**src/source/ram_bank_pkg.sv**
```systemverilog
// Widths, vector types, optimization mode enum, latency constants and bus/bank structs
package ram_bank_pkg;

    // ------------------------------
    // Geometry
    // ------------------------------
    localparam int NUM_BANKS     = 4;
    localparam int BANK_SEL_WID  = 2;
    localparam int WORD_ADDR_WID = 8;
    localparam int BUS_ADDR_WID  = BANK_SEL_WID + WORD_ADDR_WID;
    localparam int DATA_WID      = 32;

    typedef logic [WORD_ADDR_WID-1:0] word_addr_t;
    typedef logic [BUS_ADDR_WID-1:0]  bus_addr_t;
    typedef logic [BANK_SEL_WID-1:0]  bank_sel_t;
    typedef logic [DATA_WID-1:0]      data_t;

    // ------------------------------
    // Optimization mode and latency
    // ------------------------------
    typedef enum logic {
        OPT_MODE_TIMING,
        OPT_MODE_LATENCY
    } opt_mode_t;

    localparam opt_mode_t OPT_MODE = OPT_MODE_TIMING;

    // Write ack is the same in both modes
    localparam int WR_LATENCY         = 1;
    localparam int RD_LATENCY_TIMING  = 2;
    localparam int RD_LATENCY_LATENCY = 1;

    // ------------------------------
    // Bus and bank structs
    // ------------------------------
    typedef struct packed {
        logic      cyc;
        logic      stb;
        logic      we;
        bus_addr_t adr;
        data_t     dat;
    } wb_req_t;

    typedef struct packed {
        logic  ack;
        data_t dat;
    } wb_rsp_t;

    typedef struct packed {
        logic       en;
        logic       we;
        word_addr_t addr;
        data_t      data;
    } bank_req_t;

    typedef struct packed {
        logic  ack;
        data_t data;
    } bank_rsp_t;

endpackage : ram_bank_pkg

```
**src/source/bank_rsp_collector.sv**
```systemverilog
// Bank response merge with registered bus read data and ack
`timescale 1ns/1ps

module bank_rsp_collector (
    input  logic                    rd_clk,
    input  logic                    rst_n,
    input  ram_bank_pkg::bank_rsp_t bank_rsp [ram_bank_pkg::NUM_BANKS],
    output ram_bank_pkg::wb_rsp_t   wb_rsp
);

    logic                any_ack;
    ram_bank_pkg::data_t ack_data;
    logic                ack_q;
    ram_bank_pkg::data_t dat_q;

    // ------------------------------
    // Response select
    // ------------------------------
    // Only one bank acks at a time, so priority is irrelevant
    always_comb begin
        any_ack  = 1'b0;
        ack_data = '0;
        for (int i = 0; i < ram_bank_pkg::NUM_BANKS; i++) begin
            if (bank_rsp[i].ack) begin
                any_ack  = 1'b1;
                ack_data = bank_rsp[i].data;
            end
        end
    end

    // ------------------------------
    // Output registers
    // ------------------------------
    always_ff @(posedge rd_clk or negedge rst_n) begin
        if (!rst_n) begin
            ack_q <= 1'b0;
        end else begin
            ack_q <= any_ack;
        end
    end

    // Holds the last acked word between responses
    always_ff @(posedge rd_clk) begin
        if (any_ack) begin
            dat_q <= ack_data;
        end
    end

    assign wb_rsp = '{ack: ack_q, dat: dat_q};

endmodule : bank_rsp_collector

```
**config.mk**
```make
export PLATFORM = sky130hd
export DESIGN_NAME = bank_rsp_collector
export DESIGN_NICKNAME = d
export VERILOG_FILES = /design/src/source/ram_bank_pkg.sv /design/src/source/bank_rsp_collector.sv
export SDC_FILE = /design/constraint.sdc
export NUM_CORES = 1
export LEC_CHECK = 0
export ABC_AREA = 1
export BUFFER_PORTS_ARGS = -buffer_cell sky130_fd_sc_hd__buf_2
export CAP_MARGIN = 15
export CORE_MARGIN = 2
export CORE_UTILIZATION = 25
export CTS_BUF_LIST = sky130_fd_sc_hd__clkbuf_8
export DETAILED_ROUTE_END_ITERATION = 8
export PLACE_DENSITY_LB_ADDON = 0.05
export SLEW_MARGIN = 30
export SYNTH_ARGS = -nofsm -noshare
export SYNTH_HDL_FRONTEND = slang
export SYNTH_SLANG_ARGS = --single-unit
```
**constraint.sdc**
```tcl
create_clock -name rd_clk -period 0.8 [get_ports rd_clk]
set_input_delay 0 -clock rd_clk [delete_from_list [all_inputs] [get_ports rd_clk]]
set_output_delay 0 -clock rd_clk [all_outputs]
set_load 0.005 [all_outputs]
```
* Word-level counts from Yosys, hierarchy flattened
Cells that the tools add are included.
Word-level totals: logic and storage cells 10, output and inout port bits 33, register bits after elaboration 33
Cells by class: muxes and demuxes 8
Operators by type and width (count):
- $mux 32 | 4
- $mux 1 | 4

* Logic depth before layout (Yosys ltp)
word-level depth 4, depth in mapped cells 7

* Least setup slack after synthesis
Ideal clock, no wire load.
kind input to register, from input bank_rsp[131] (netlist name), to register dat_q[0] (enable), required time 0.233 ns, stages 4, arrival 1.131 ns, slack -0.898 ns, cell sequence buf_4 clkbuf_8 nor2_1 nand3_1
On the way: word-level cells in the longest chain between the ends 4
RTL lines:
- start: declaration | RTL line bank_rsp_collector.sv:7 | input ram_bank_pkg::bank_rsp_t bank_rsp [ram_bank_pkg::NUM_BANKS],
- $mux 1 (4 in a row) | RTL line bank_rsp_collector.sv:24 | if (bank_rsp[i].ack) begin
- via any_ack | RTL line bank_rsp_collector.sv:11 | logic any_ack;
- end signal: assignment | RTL line bank_rsp_collector.sv:45 | dat_q <= ack_data;
- end: declaration | RTL line bank_rsp_collector.sv:14 | ram_bank_pkg::data_t dat_q;
The timed path passes the listed nets, and every way through them passes these cells. A chain may end at the register's enable or synchronous reset.

* Worst setup path in the final report
from register dat_q[9], to output wb_rsp[9] (netlist name)
RTL lines:
- end: declaration | RTL line bank_rsp_collector.sv:8 | output ram_bank_pkg::wb_rsp_t wb_rsp
No word-level cell between the ends.

==> summary.txt <==
Status
  • Status: finished, violations left
  • Failing checks: negative setup slack

Timing
  • PnR worst setup slack: -0.0216 ns
  • Setup TNS: -0.0373 ns
  • Max Transition Viols Final: 0
  • Slew headroom: between 80% and 90%
  • Final hold vios: 0
  • Final Cycle Share: 103%
  • Final Critical Period: roughly 0.8 ns
  • Least-Margin Pin Slew: between 0.2 and 0.3 ns
  • RSZ-0062 raised after global routing: true
  • Peak Freq: roughly 1200 MHz
  • Finish-stage setup viols: 4

GRT
  • Gr ovfl total: 0
  • GRT Total Usage: approximately 15%
  • Number of global-route vias before repair: 2574
  • Largest net degree at the start of global routing: 39
  • Initial antenna violation count: 1
  • Grt met2 use: between 20% and 30%
  • Met1 global-route usage: between 10% and 20%
  • GRT busiest layer: met2
  • Global-route wire length before repair: between 10000 and 15000 um
  • Met3 global-route usage: 4.61%

Floorplan
  • Initial core utilization: around a quarter
  • Ports: approximately 170
  • Site Rows: 36
  • Core Region: 9640 um2
  • Die area: roughly 11000 um2
  • Die Y: just over 100 um
  • Chip width: around 100 um

Hold path
  • Hold Path Class: in -> reg

Critical path
  • Data arrival, critical path: a little over 0.8 ns
  • CP bufs+invs: 1
  • Max incr delay on CP: 0.39 ns
  • Required @ worst endpoint: roughly 0.8 ns
  • Critical path's top delay family: flip-flops
  • Crit Path Class: reg -> out
  • Crit end category: output pin
  • Cells along the critical path: buf_2
  • CP Launch Type: register
  • CP Max Fanout: 1
  • Highest-delay cell along the critical path: edfxtp_1

Routing
  • Routed WL: ~8000 um
  • Iteration-0 DRC Markers: 34
  • Final ANT Viol Nets: 0
  • Wire length per cell: around 12 um
  • TritonRoute pass-1 iters: 4
  • Vias per cell: ~4.2
  • Detailed-route via count: 2690
  • # DRC: 0

Yosys
  • Post-synthesis cell area: ~2400 um2
  • Sequential-to-total area share from yosys stat: between 40% and 50%
  • Yosys warnings: 0
  • Average size of a mapped cell: roughly 7.7 um2
  • FF+latch count, synth: 33
  • Leading area contributor after synthesis: edfxtp_1
  • Syn Inst Count: 319
  • Main area contributors after synthesis: edfxtp_1 39%, nand2_1 20%, nor2_1 7.2%, a21oi_1 6.5%, clkbuf_8 5.6%
  • Syn nets: roughly 450
  • Top cell type's share of synthesized area: between 30% and 40%
  • Yosys cell types: 15

Layout
  • Area Growth Syn to Fin: 50.9%
  • Core Util, Final: around two fifths
  • Layout cells sized above 1: 41.9%
  • Fin nets: 641

Job
  • MaxCap Viol Count: 0

Place
  • I/O Buffers: between 150 and 200
  • GP Congestion: between 0.7 and 0.8
  • Hpwl dp: 5970 um

Power
  • Pwr/cell area: 1300 nW/um2
  • Leak Pwr: 1.87 nW
  • Maximum VDD drop: roughly 0.52 mV

Clocking
  • CTS Buffer Depth: 2
  • Register clock-pin slew on the reported worst setup and hold paths: 0.07 ns
  • Clock Root Buffer: clkbuf_8
  • CTS buffer count: 5
  • CTS tree: yes
  • CTS Sinks: 33
  • Post-CTS sizing: 0
  • CTS H-tree lvls: 2
  • Setup Buffers After CTS: 0
[through the flow]
step	cells	worst slack [ns]	total power, mW	hold WS (ns)	cell area [um2]
finish	642	-0.0216	4.79	0.00398	3700
global route	642	-0.0692	5.12	0.00285	3700
CTS	641	-0.0329	4.88	0.000444	3690
detailed placement	605	-0.157	3.48	-0.224	3320
global placement	605	-0.153	3.48	-0.223	3320
floorplan	319	-0.217	2.88	-0.296	2490
[final timing paths]
check | from | to | slack, ns | cells after the start
worst max-delay path | dat_q[9] | wb_rsp[9] | -0.02 | 1
worst min-delay path | bank_rsp[31] | dat_q[31] | 0.004 | 3
max in group asynchronous | rst_n | ack_q | 0.69 | 2
min in group asynchronous | rst_n | ack_q | 0.03 | 2
[report_power, final]
| group | leakage (nW) | internal, mW | switching (mW) |
|---|---|---|---|
| Clock | 0.0538 | 0.676 | 0.596 |
| Sequential | 0.352 | 2.11 | 0.0483 |
| Combinational | 1.46 | 0.701 | 0.660 |
[cell families after synthesis]
kind of cell / count (synthesis) / synth area share (%)
DFF: 33 / 40.3
AOI/OAI and AO/OA: 32 / 6.54
and+or+nand+nor: 226 / 39.4
buffers and inverters: 28 / 13.8
[state kept, by name (all words and copies together) (netlist names)]
signal and cells:
dat_q 32, ack_q 1
[synth_stat cells]
library cell	instances
nor2_1	47
buf_6	8
clkbuf_8	10
nand3_2	6
a21oi_1	32
buf_8	2
nand2_1	128
buf_4	4
buf_12	1
dfrtp_1	1
nand3_1	27
edfxtp_1	32
inv_8	2
nor2_2	18
clkbuf_4	1
[area by class of cell]
class	instances	area, um2
inverters	2	22.5
repair buffers	207	1280
well taps	133	166
fillers	1094	5940
multi-input cells	258	1140
clock buffers	6	82.6
flip-flops and latches	33	986
diodes	1	2.50
clock inverters	2	7.51
[timing repair]
| item | CTS | global route |
|---|---|---|
| hold buffers | 28 | 0 |
| hold endpoints to repair | 28 | 0 |
| endpoints found under the setup margin | 11 | 28 |
| gates cloned | 0 | 0 |
[routing by layer]
metal | up-vias | wire [um]
li1 | 1405 | -
met1 | 1176 | 3280
met2 | 100 | 3890
met3 | 9 | 696
met4 | 0 | 153
met5 | - | 0
[layout by cell type (no fill, tap or decap)]
master	n
dlygate4sd3_1	28
edfxtp_1	32
inv_8	2
nor2_2	18
nand2_1	128
buf_12	6
buf_2	166
inv_1	2
nand3_2	6
a21oi_1	32
nor2_4	1
buf_4	7
nand3_4	1
nand3_1	26
nor2_1	46
diode_2	1
clkbuf_8	6
dfrtp_1	1
No activity file was read; power rests on OpenSTA's default activity.
