`src/source/ram_bank_pkg.sv`:
```
// Widths, vector types, optimization mode enum, latency constants and bus/bank structs
package ram_bank_pkg;

    // ------------------------------
    // Geometry
    // ------------------------------
    localparam int NUM_BANKS     = 4;
    localparam int BANK_SEL_WID  = 2;
    localparam int WORD_ADDR_WID = 8;
    localparam int BUS_ADDR_WID  = BANK_SEL_WID + WORD_ADDR_WID;
    localparam int DATA_WID      = 32;

    typedef logic [WORD_ADDR_WID-1:0] word_addr_t;
    typedef logic [BUS_ADDR_WID-1:0]  bus_addr_t;
    typedef logic [BANK_SEL_WID-1:0]  bank_sel_t;
    typedef logic [DATA_WID-1:0]      data_t;

    // ------------------------------
    // Optimization mode and latency
    // ------------------------------
    typedef enum logic {
        OPT_MODE_TIMING,
        OPT_MODE_LATENCY
    } opt_mode_t;

    localparam opt_mode_t OPT_MODE = OPT_MODE_TIMING;

    // Write ack is the same in both modes
    localparam int WR_LATENCY         = 1;
    localparam int RD_LATENCY_TIMING  = 2;
    localparam int RD_LATENCY_LATENCY = 1;

    // ------------------------------
    // Bus and bank structs
    // ------------------------------
    typedef struct packed {
        logic      cyc;
        logic      stb;
        logic      we;
        bus_addr_t adr;
        data_t     dat;
    } wb_req_t;

    typedef struct packed {
        logic  ack;
        data_t dat;
    } wb_rsp_t;

    typedef struct packed {
        logic       en;
        logic       we;
        word_addr_t addr;
        data_t      data;
    } bank_req_t;

    typedef struct packed {
        logic  ack;
        data_t data;
    } bank_rsp_t;

endpackage : ram_bank_pkg

```
`src/source/wb_bank_decoder.sv`:
```
// Wishbone classic slave FSM issuing one bank request pulse per bus cycle
`timescale 1ns/1ps

module wb_bank_decoder (
    input  logic                    rd_clk,
    input  logic                    rst_n,
    input  ram_bank_pkg::wb_req_t   wb_req,
    input  logic                    bus_ack,
    output ram_bank_pkg::bank_req_t bank_req [ram_bank_pkg::NUM_BANKS]
);

    typedef enum logic [1:0] {
        IDLE,
        ISSUE,
        WAIT
    } state_t;

    state_t state;
    state_t state_nxt;

    logic                     start;
    logic                     we_q;
    ram_bank_pkg::bank_sel_t  bank_sel_q;
    ram_bank_pkg::word_addr_t word_addr_q;
    ram_bank_pkg::data_t      data_q;

    assign start = wb_req.cyc && wb_req.stb;

    // ------------------------------
    // State machine
    // ------------------------------
    always_comb begin
        state_nxt = state;
        case (state)
            IDLE: begin
                if (start) begin
                    state_nxt = ISSUE;
                end
            end
            // Single-cycle request pulse
            ISSUE: state_nxt = WAIT;
            WAIT: begin
                if (bus_ack) begin
                    state_nxt = IDLE;
                end
            end
            default: state_nxt = IDLE;
        endcase
    end

    always_ff @(posedge rd_clk or negedge rst_n) begin
        if (!rst_n) begin
            state <= IDLE;
        end else begin
            state <= state_nxt;
        end
    end

    // Capture the bus fields when a cycle is accepted
    always_ff @(posedge rd_clk) begin
        if (state == IDLE && start) begin
            we_q        <= wb_req.we;
            bank_sel_q  <= wb_req.adr[ram_bank_pkg::BUS_ADDR_WID-1 -: ram_bank_pkg::BANK_SEL_WID];
            word_addr_q <= wb_req.adr[ram_bank_pkg::WORD_ADDR_WID-1:0];
            data_q      <= wb_req.dat;
        end
    end

    // ------------------------------
    // Bank request fan-out
    // ------------------------------
    always_comb begin
        for (int i = 0; i < ram_bank_pkg::NUM_BANKS; i++) begin
            bank_req[i].en   = (state == ISSUE) &&
                               (bank_sel_q == ram_bank_pkg::bank_sel_t'(i));
            bank_req[i].we   = we_q;
            bank_req[i].addr = word_addr_q;
            bank_req[i].data = data_q;
        end
    end

endmodule : wb_bank_decoder

```
`config.mk`:
```
export PLATFORM = sky130hd
export DESIGN_NAME = wb_bank_decoder
export DESIGN_NICKNAME = d
export VERILOG_FILES = /design/src/source/ram_bank_pkg.sv /design/src/source/wb_bank_decoder.sv
export SDC_FILE = /design/constraint.sdc
export NUM_CORES = 1
export LEC_CHECK = 0
export BUFFER_PORTS_ARGS = -buffer_cell sky130_fd_sc_hd__buf_2
export CORE_AREA = 2 2 83 85
export DETAILED_ROUTE_END_ITERATION = 8
export DIE_AREA = 0 0 85 87
export HOLD_SLACK_MARGIN = 0.05
export PLACE_DENSITY_LB_ADDON = 0.15
export SETUP_SLACK_MARGIN = 0.02
export SYNTH_ARGS = -nofsm -noshare
export SYNTH_HDL_FRONTEND = slang
export SYNTH_SLANG_ARGS = --single-unit
```
`constraint.sdc`:
```
create_clock -name rd_clk -period 5.5 [get_ports rd_clk]
set_clock_uncertainty 0.15 [all_clocks]
set_input_delay 0.825 -clock rd_clk [delete_from_list [all_inputs] [get_ports rd_clk]]
set_output_delay 0.825 -clock rd_clk [all_outputs]
set_load 0.05 [all_outputs]
```
Word-level counts from Yosys, hierarchy flattened
Index checks and enable logic that the tools add are counted.

Output and inout port bits: 168. Word-level logic and storage cells: 24. Flip-flop bits (word level): 45.

Mux-type cells: 3. Equality and inequality tests: 7. Reduce and logical (&&, ||, !) cells: 9.

Operators by type and width (count): 2-bit == test (second input constant) (3); 1-bit logical AND (6); 2-bit one-hot mux with 3 select lines (1); 2-bit by 1-bit == test with 1-bit output (second input constant) (2); 2-bit zero test (2); 2-bit two-way mux (2); 2-bit inequality test (second input constant) (2); 2-bit AND reduction (1).

Longest topological paths before layout
Depth in word-level cells: 3. Mapped depth: 2. Depth with buffers taken out: 2.

Worst setup path before layout
Ideal clock, no wire load.

Path type: input to register. Start: input port wb_req[44] (netlist bit). End: register bank_sel_q[0], enable pin. Cell stages on the path: 2. Setup slack: 1032 ps. Arrival time: 3821 ps. Data required time: 4853 ps. Path buffers: 0. Cells stage by stage: nand2_1 > nor3_1.

Word-level cells in the longest chain between the ends: 2.

Ends and longest elaborated chain: from (decl) (line wb_bank_decoder.sv:7) `input ram_bank_pkg::wb_req_t wb_req,`; 1-bit logical AND (line wb_bank_decoder.sv:27) `assign start = wb_req.cyc && wb_req.stb;`; 1-bit logical AND (line wb_bank_decoder.sv:61) `if (state == IDLE && start) begin`; to (signal assigned) (line wb_bank_decoder.sv:63) `bank_sel_q <= wb_req.adr[ram_bank_pkg::BUS_ADDR_WID-1 -: ram_bank_pkg::BANK_SEL_WID];`; to (decl) (line wb_bank_decoder.sv:23) `ram_bank_pkg::bank_sel_t bank_sel_q;`.

No other way between the ends. A chain may end at the register's enable or synchronous reset.

==> summary.md <==
| Metric | Value |
|---|---|
| Total Neg Setup Slack | 0 ns |
| Max H-tree Level | 2 |
| Maximum vdd drop | between 0.1 and 0.15 mV |
| Fin worst setup slack | 3.202 ns |
| Max Root-Sink Buffers | 2 |
| RePlAce Congestion | 0.6710 |
| Place WS | ~3.4 ns |
| NumNets Final | around 330 |
| Row count | 30 |
| Synth warn | 0 |
| Dpl cell area | roughly 2600 um^2 |
| Seq. cell area | 1341 um^2 |
| Max Fclk | approximately 440 MHz |
| Setup slack, reg-to-reg | ~3.8 ns |
| Worst slew pin tran | 0.5579 ns |
| Post-route DRC violation count | 0 |
| CTS Hold Bufs | 0 |
| CTS sink count | 45 |
| Horiz. Die Dim | 85 um |
| CP Launch Type | flip-flop |
| Routed len/inst | roughly 11 um |
| Crit path time final | roughly 2.3 ns |
| Reg-to-Reg End | data_q[8]$_DFFE_PP_ |
| Slowest CP cell | dfrtp_1 |
| # Max-Cap Violations | 0 |
| Total track usage | 0.09335 |
| Post-CTS setup buffer count | 0 |
| Number of synthesized flops with an enable pin | 43 |
| Post-synth ARST share | 0.04444 |
| Vias post-DR | around 1400 |
| Crit Path Category | reg -> out |
| Worst EP required | roughly 4.5 ns |
| Worst Path Max Fanout | 5 |
| Tcrit/Tclk final | 0.4178 |
| Non-Filler Instances | roughly 360 |
| CTS tree | built |
| Antenna violations before repair | 0 |
| LEAKAGE | approximately 1.4 nW |
| Critical path's top delay family | flip-flops |
| Distinct cell type count after synthesis | 10 |
| Aggregate global routing overflow | 0 |
| Area leader, netlist | edfxtp_1 |
| Synth top area share | 0.5489 |
| Total die area | approximately 7400 um^2 |
| Synth top area cells | edfxtp_1 (55%), buf_4 (40%), dfrtp_1 (2.1%) |
| Final setup violating endpoints | 0 |
| CP Buf/Inv Count | 1 |
| Pins Over Slew Limit | 0 |
| DRT iter0 DRCs | ~50 |
| Skew-Pair Late Insertion Delay | roughly 0.28 ns |
| Layout cells sized above 1 | 0.8208 |
| Crit-path cells | nand2b_4, nor3b_2, buf_2 |
| CP peak stage delay | 0.43 ns |
| Most frequent cell after synthesis | buf_4 |
| Area Overhead vs Synth | 15.27% |
| Drt pass-1 iters | 3 |
| Total design power | 0.9294 mW |
| R2R depth | 2 |
| Synthesized area per cell | around 13 um^2 |
| Status | finished, final reports clean |
| RSZ-0062 raised after global routing | no |
| First-pass GRT wire length | slightly above 5000 um |
| Worst-path clk slew | approximately 0.08 ns |
| Largest net degree at the start of global routing | 44 |
| Post-synthesis sequential area ratio | 0.5702 |
| Final hold violation count | 0 |
| Post-cts repair resize count | 0 |
| Mapped Cells | around 180 |
| Final hold slack | around 0.16 ns |
| Predominant post-synthesis flop cell | edfxtp_1 |
| Hold Crit Class | in -> async |
| Critical Path End Type | output port |
| Core Area | 6569 um^2 |
| I/O pin count | between 200 and 250 |
| Antenna cell count | 0 |
| Number of fill cells | about 640 |
| Launch point of the worst reg-to-reg path | state[0]$_DFFE_PN0P_ |
| Area of the multi-input gates | 85.08 um^2 |
| Cell Area, Synth | ~2400 um^2 |
| Syn Nets | about 230 |
| Fin area | between 2000 and 3000 um^2 |
| DP Cell Count | 351 |
| Slew Limit Headroom | 0.6280 |
| Count of input and output buffers | approximately 220 |
| Number of global-route vias before repair | just over 1000 |
| Pwr Density | roughly 340 nW/um^2 |
| Mean number of vias per cell | a little under 4 |
| Post-Route WL | just over 4000 um |
| CTS Buf Count | 5 |
| Starting Density | 0.3581 |
| Root buf cell | clkbuf_8 |
| Die Height | 87 um |
| Finished Core Util | 0.4128 |
| Synth top cells by count | buf_4 (124), edfxtp_1 (43), nor3_1 (3) |
| Yosys reg bits | 45 |
| DP HPWL | ~3300 um |
| Antenna-violating nets left | 0 |
| Crit path arrival time | approximately 1.3 ns |
sequential cells by signal (all words and copies together) (netlist names):
name	flops
word_addr_q	8
state	2
we_q	1
data_q	32
bank_sel_q	2
cell type report:
| cell class | count | area share |
|---|---|---|
| timing repair buffer | 216 | 0.3996 |
| clock inverter | 1 | 0.001846 |
| clock buffer | 7 | 0.03553 |
| multi-input combinational | 10 | 0.03138 |
| sequential | 45 | 0.4947 |
| tap | 80 | 0.03692 |
logic make-up after synthesis:
group           after synthesis  synth area share
compound gates                1          0.002126
buf+inv                     124            0.3957
flops                        45            0.5702
simple gates                  9           0.03191
worst max-delay path by stage:
stage / from / to / slack [ns] / depth (start not counted)
after floorplan: wb_req[44] / bank_sel_q[0]$_DFFE_PP_ / 1.03 / 2
after global placement: wb_req[44] / data_q[11]$_DFFE_PP_ / 3.38 / 4
after detailed placement: wb_req[44] / data_q[4]$_DFFE_PP_ / 3.37 / 4
after CTS: state[1]$_DFFE_PN0P_ / bank_req[83] / 3.18 / 3
after global routing: state[1]$_DFFE_PN0P_ / bank_req[83] / 3.12 / 3
final: state[1]$_DFFE_PN0P_ / bank_req[83] / 3.20 / 3
metal layers:
metal / GRT usage / vias up / wire length (um)
met5: 0 / - / 0
met4: 0.03030 / 0 / 38
met3: 0.03412 / 4 / 431
met2: 0.1683 / 97 / 2269
met1: 0.1018 / 629 / 1381
li1: - / 661 / -
layout by cell type (no fill, tap or decap), drive strengths merged:
cell type and n:
clkinv 1, nor3 3, and4b 1, nand2b 2, clkbuf 7, buf 216, nor3b 2, edfxtp 43
dfrtp 2, nand2 1, o21ai 1
power by group:
group | switching [mW] | internal (mW) | total, mW
Combinational | 0.245 | 0.0543 | 0.300
Clock | 0.101 | 0.113 | 0.215
Sequential | 0.0156 | 0.399 | 0.415
Total | 0.362 | 0.567 | 0.929
Note: power is estimated with default switching activity, not from simulation.
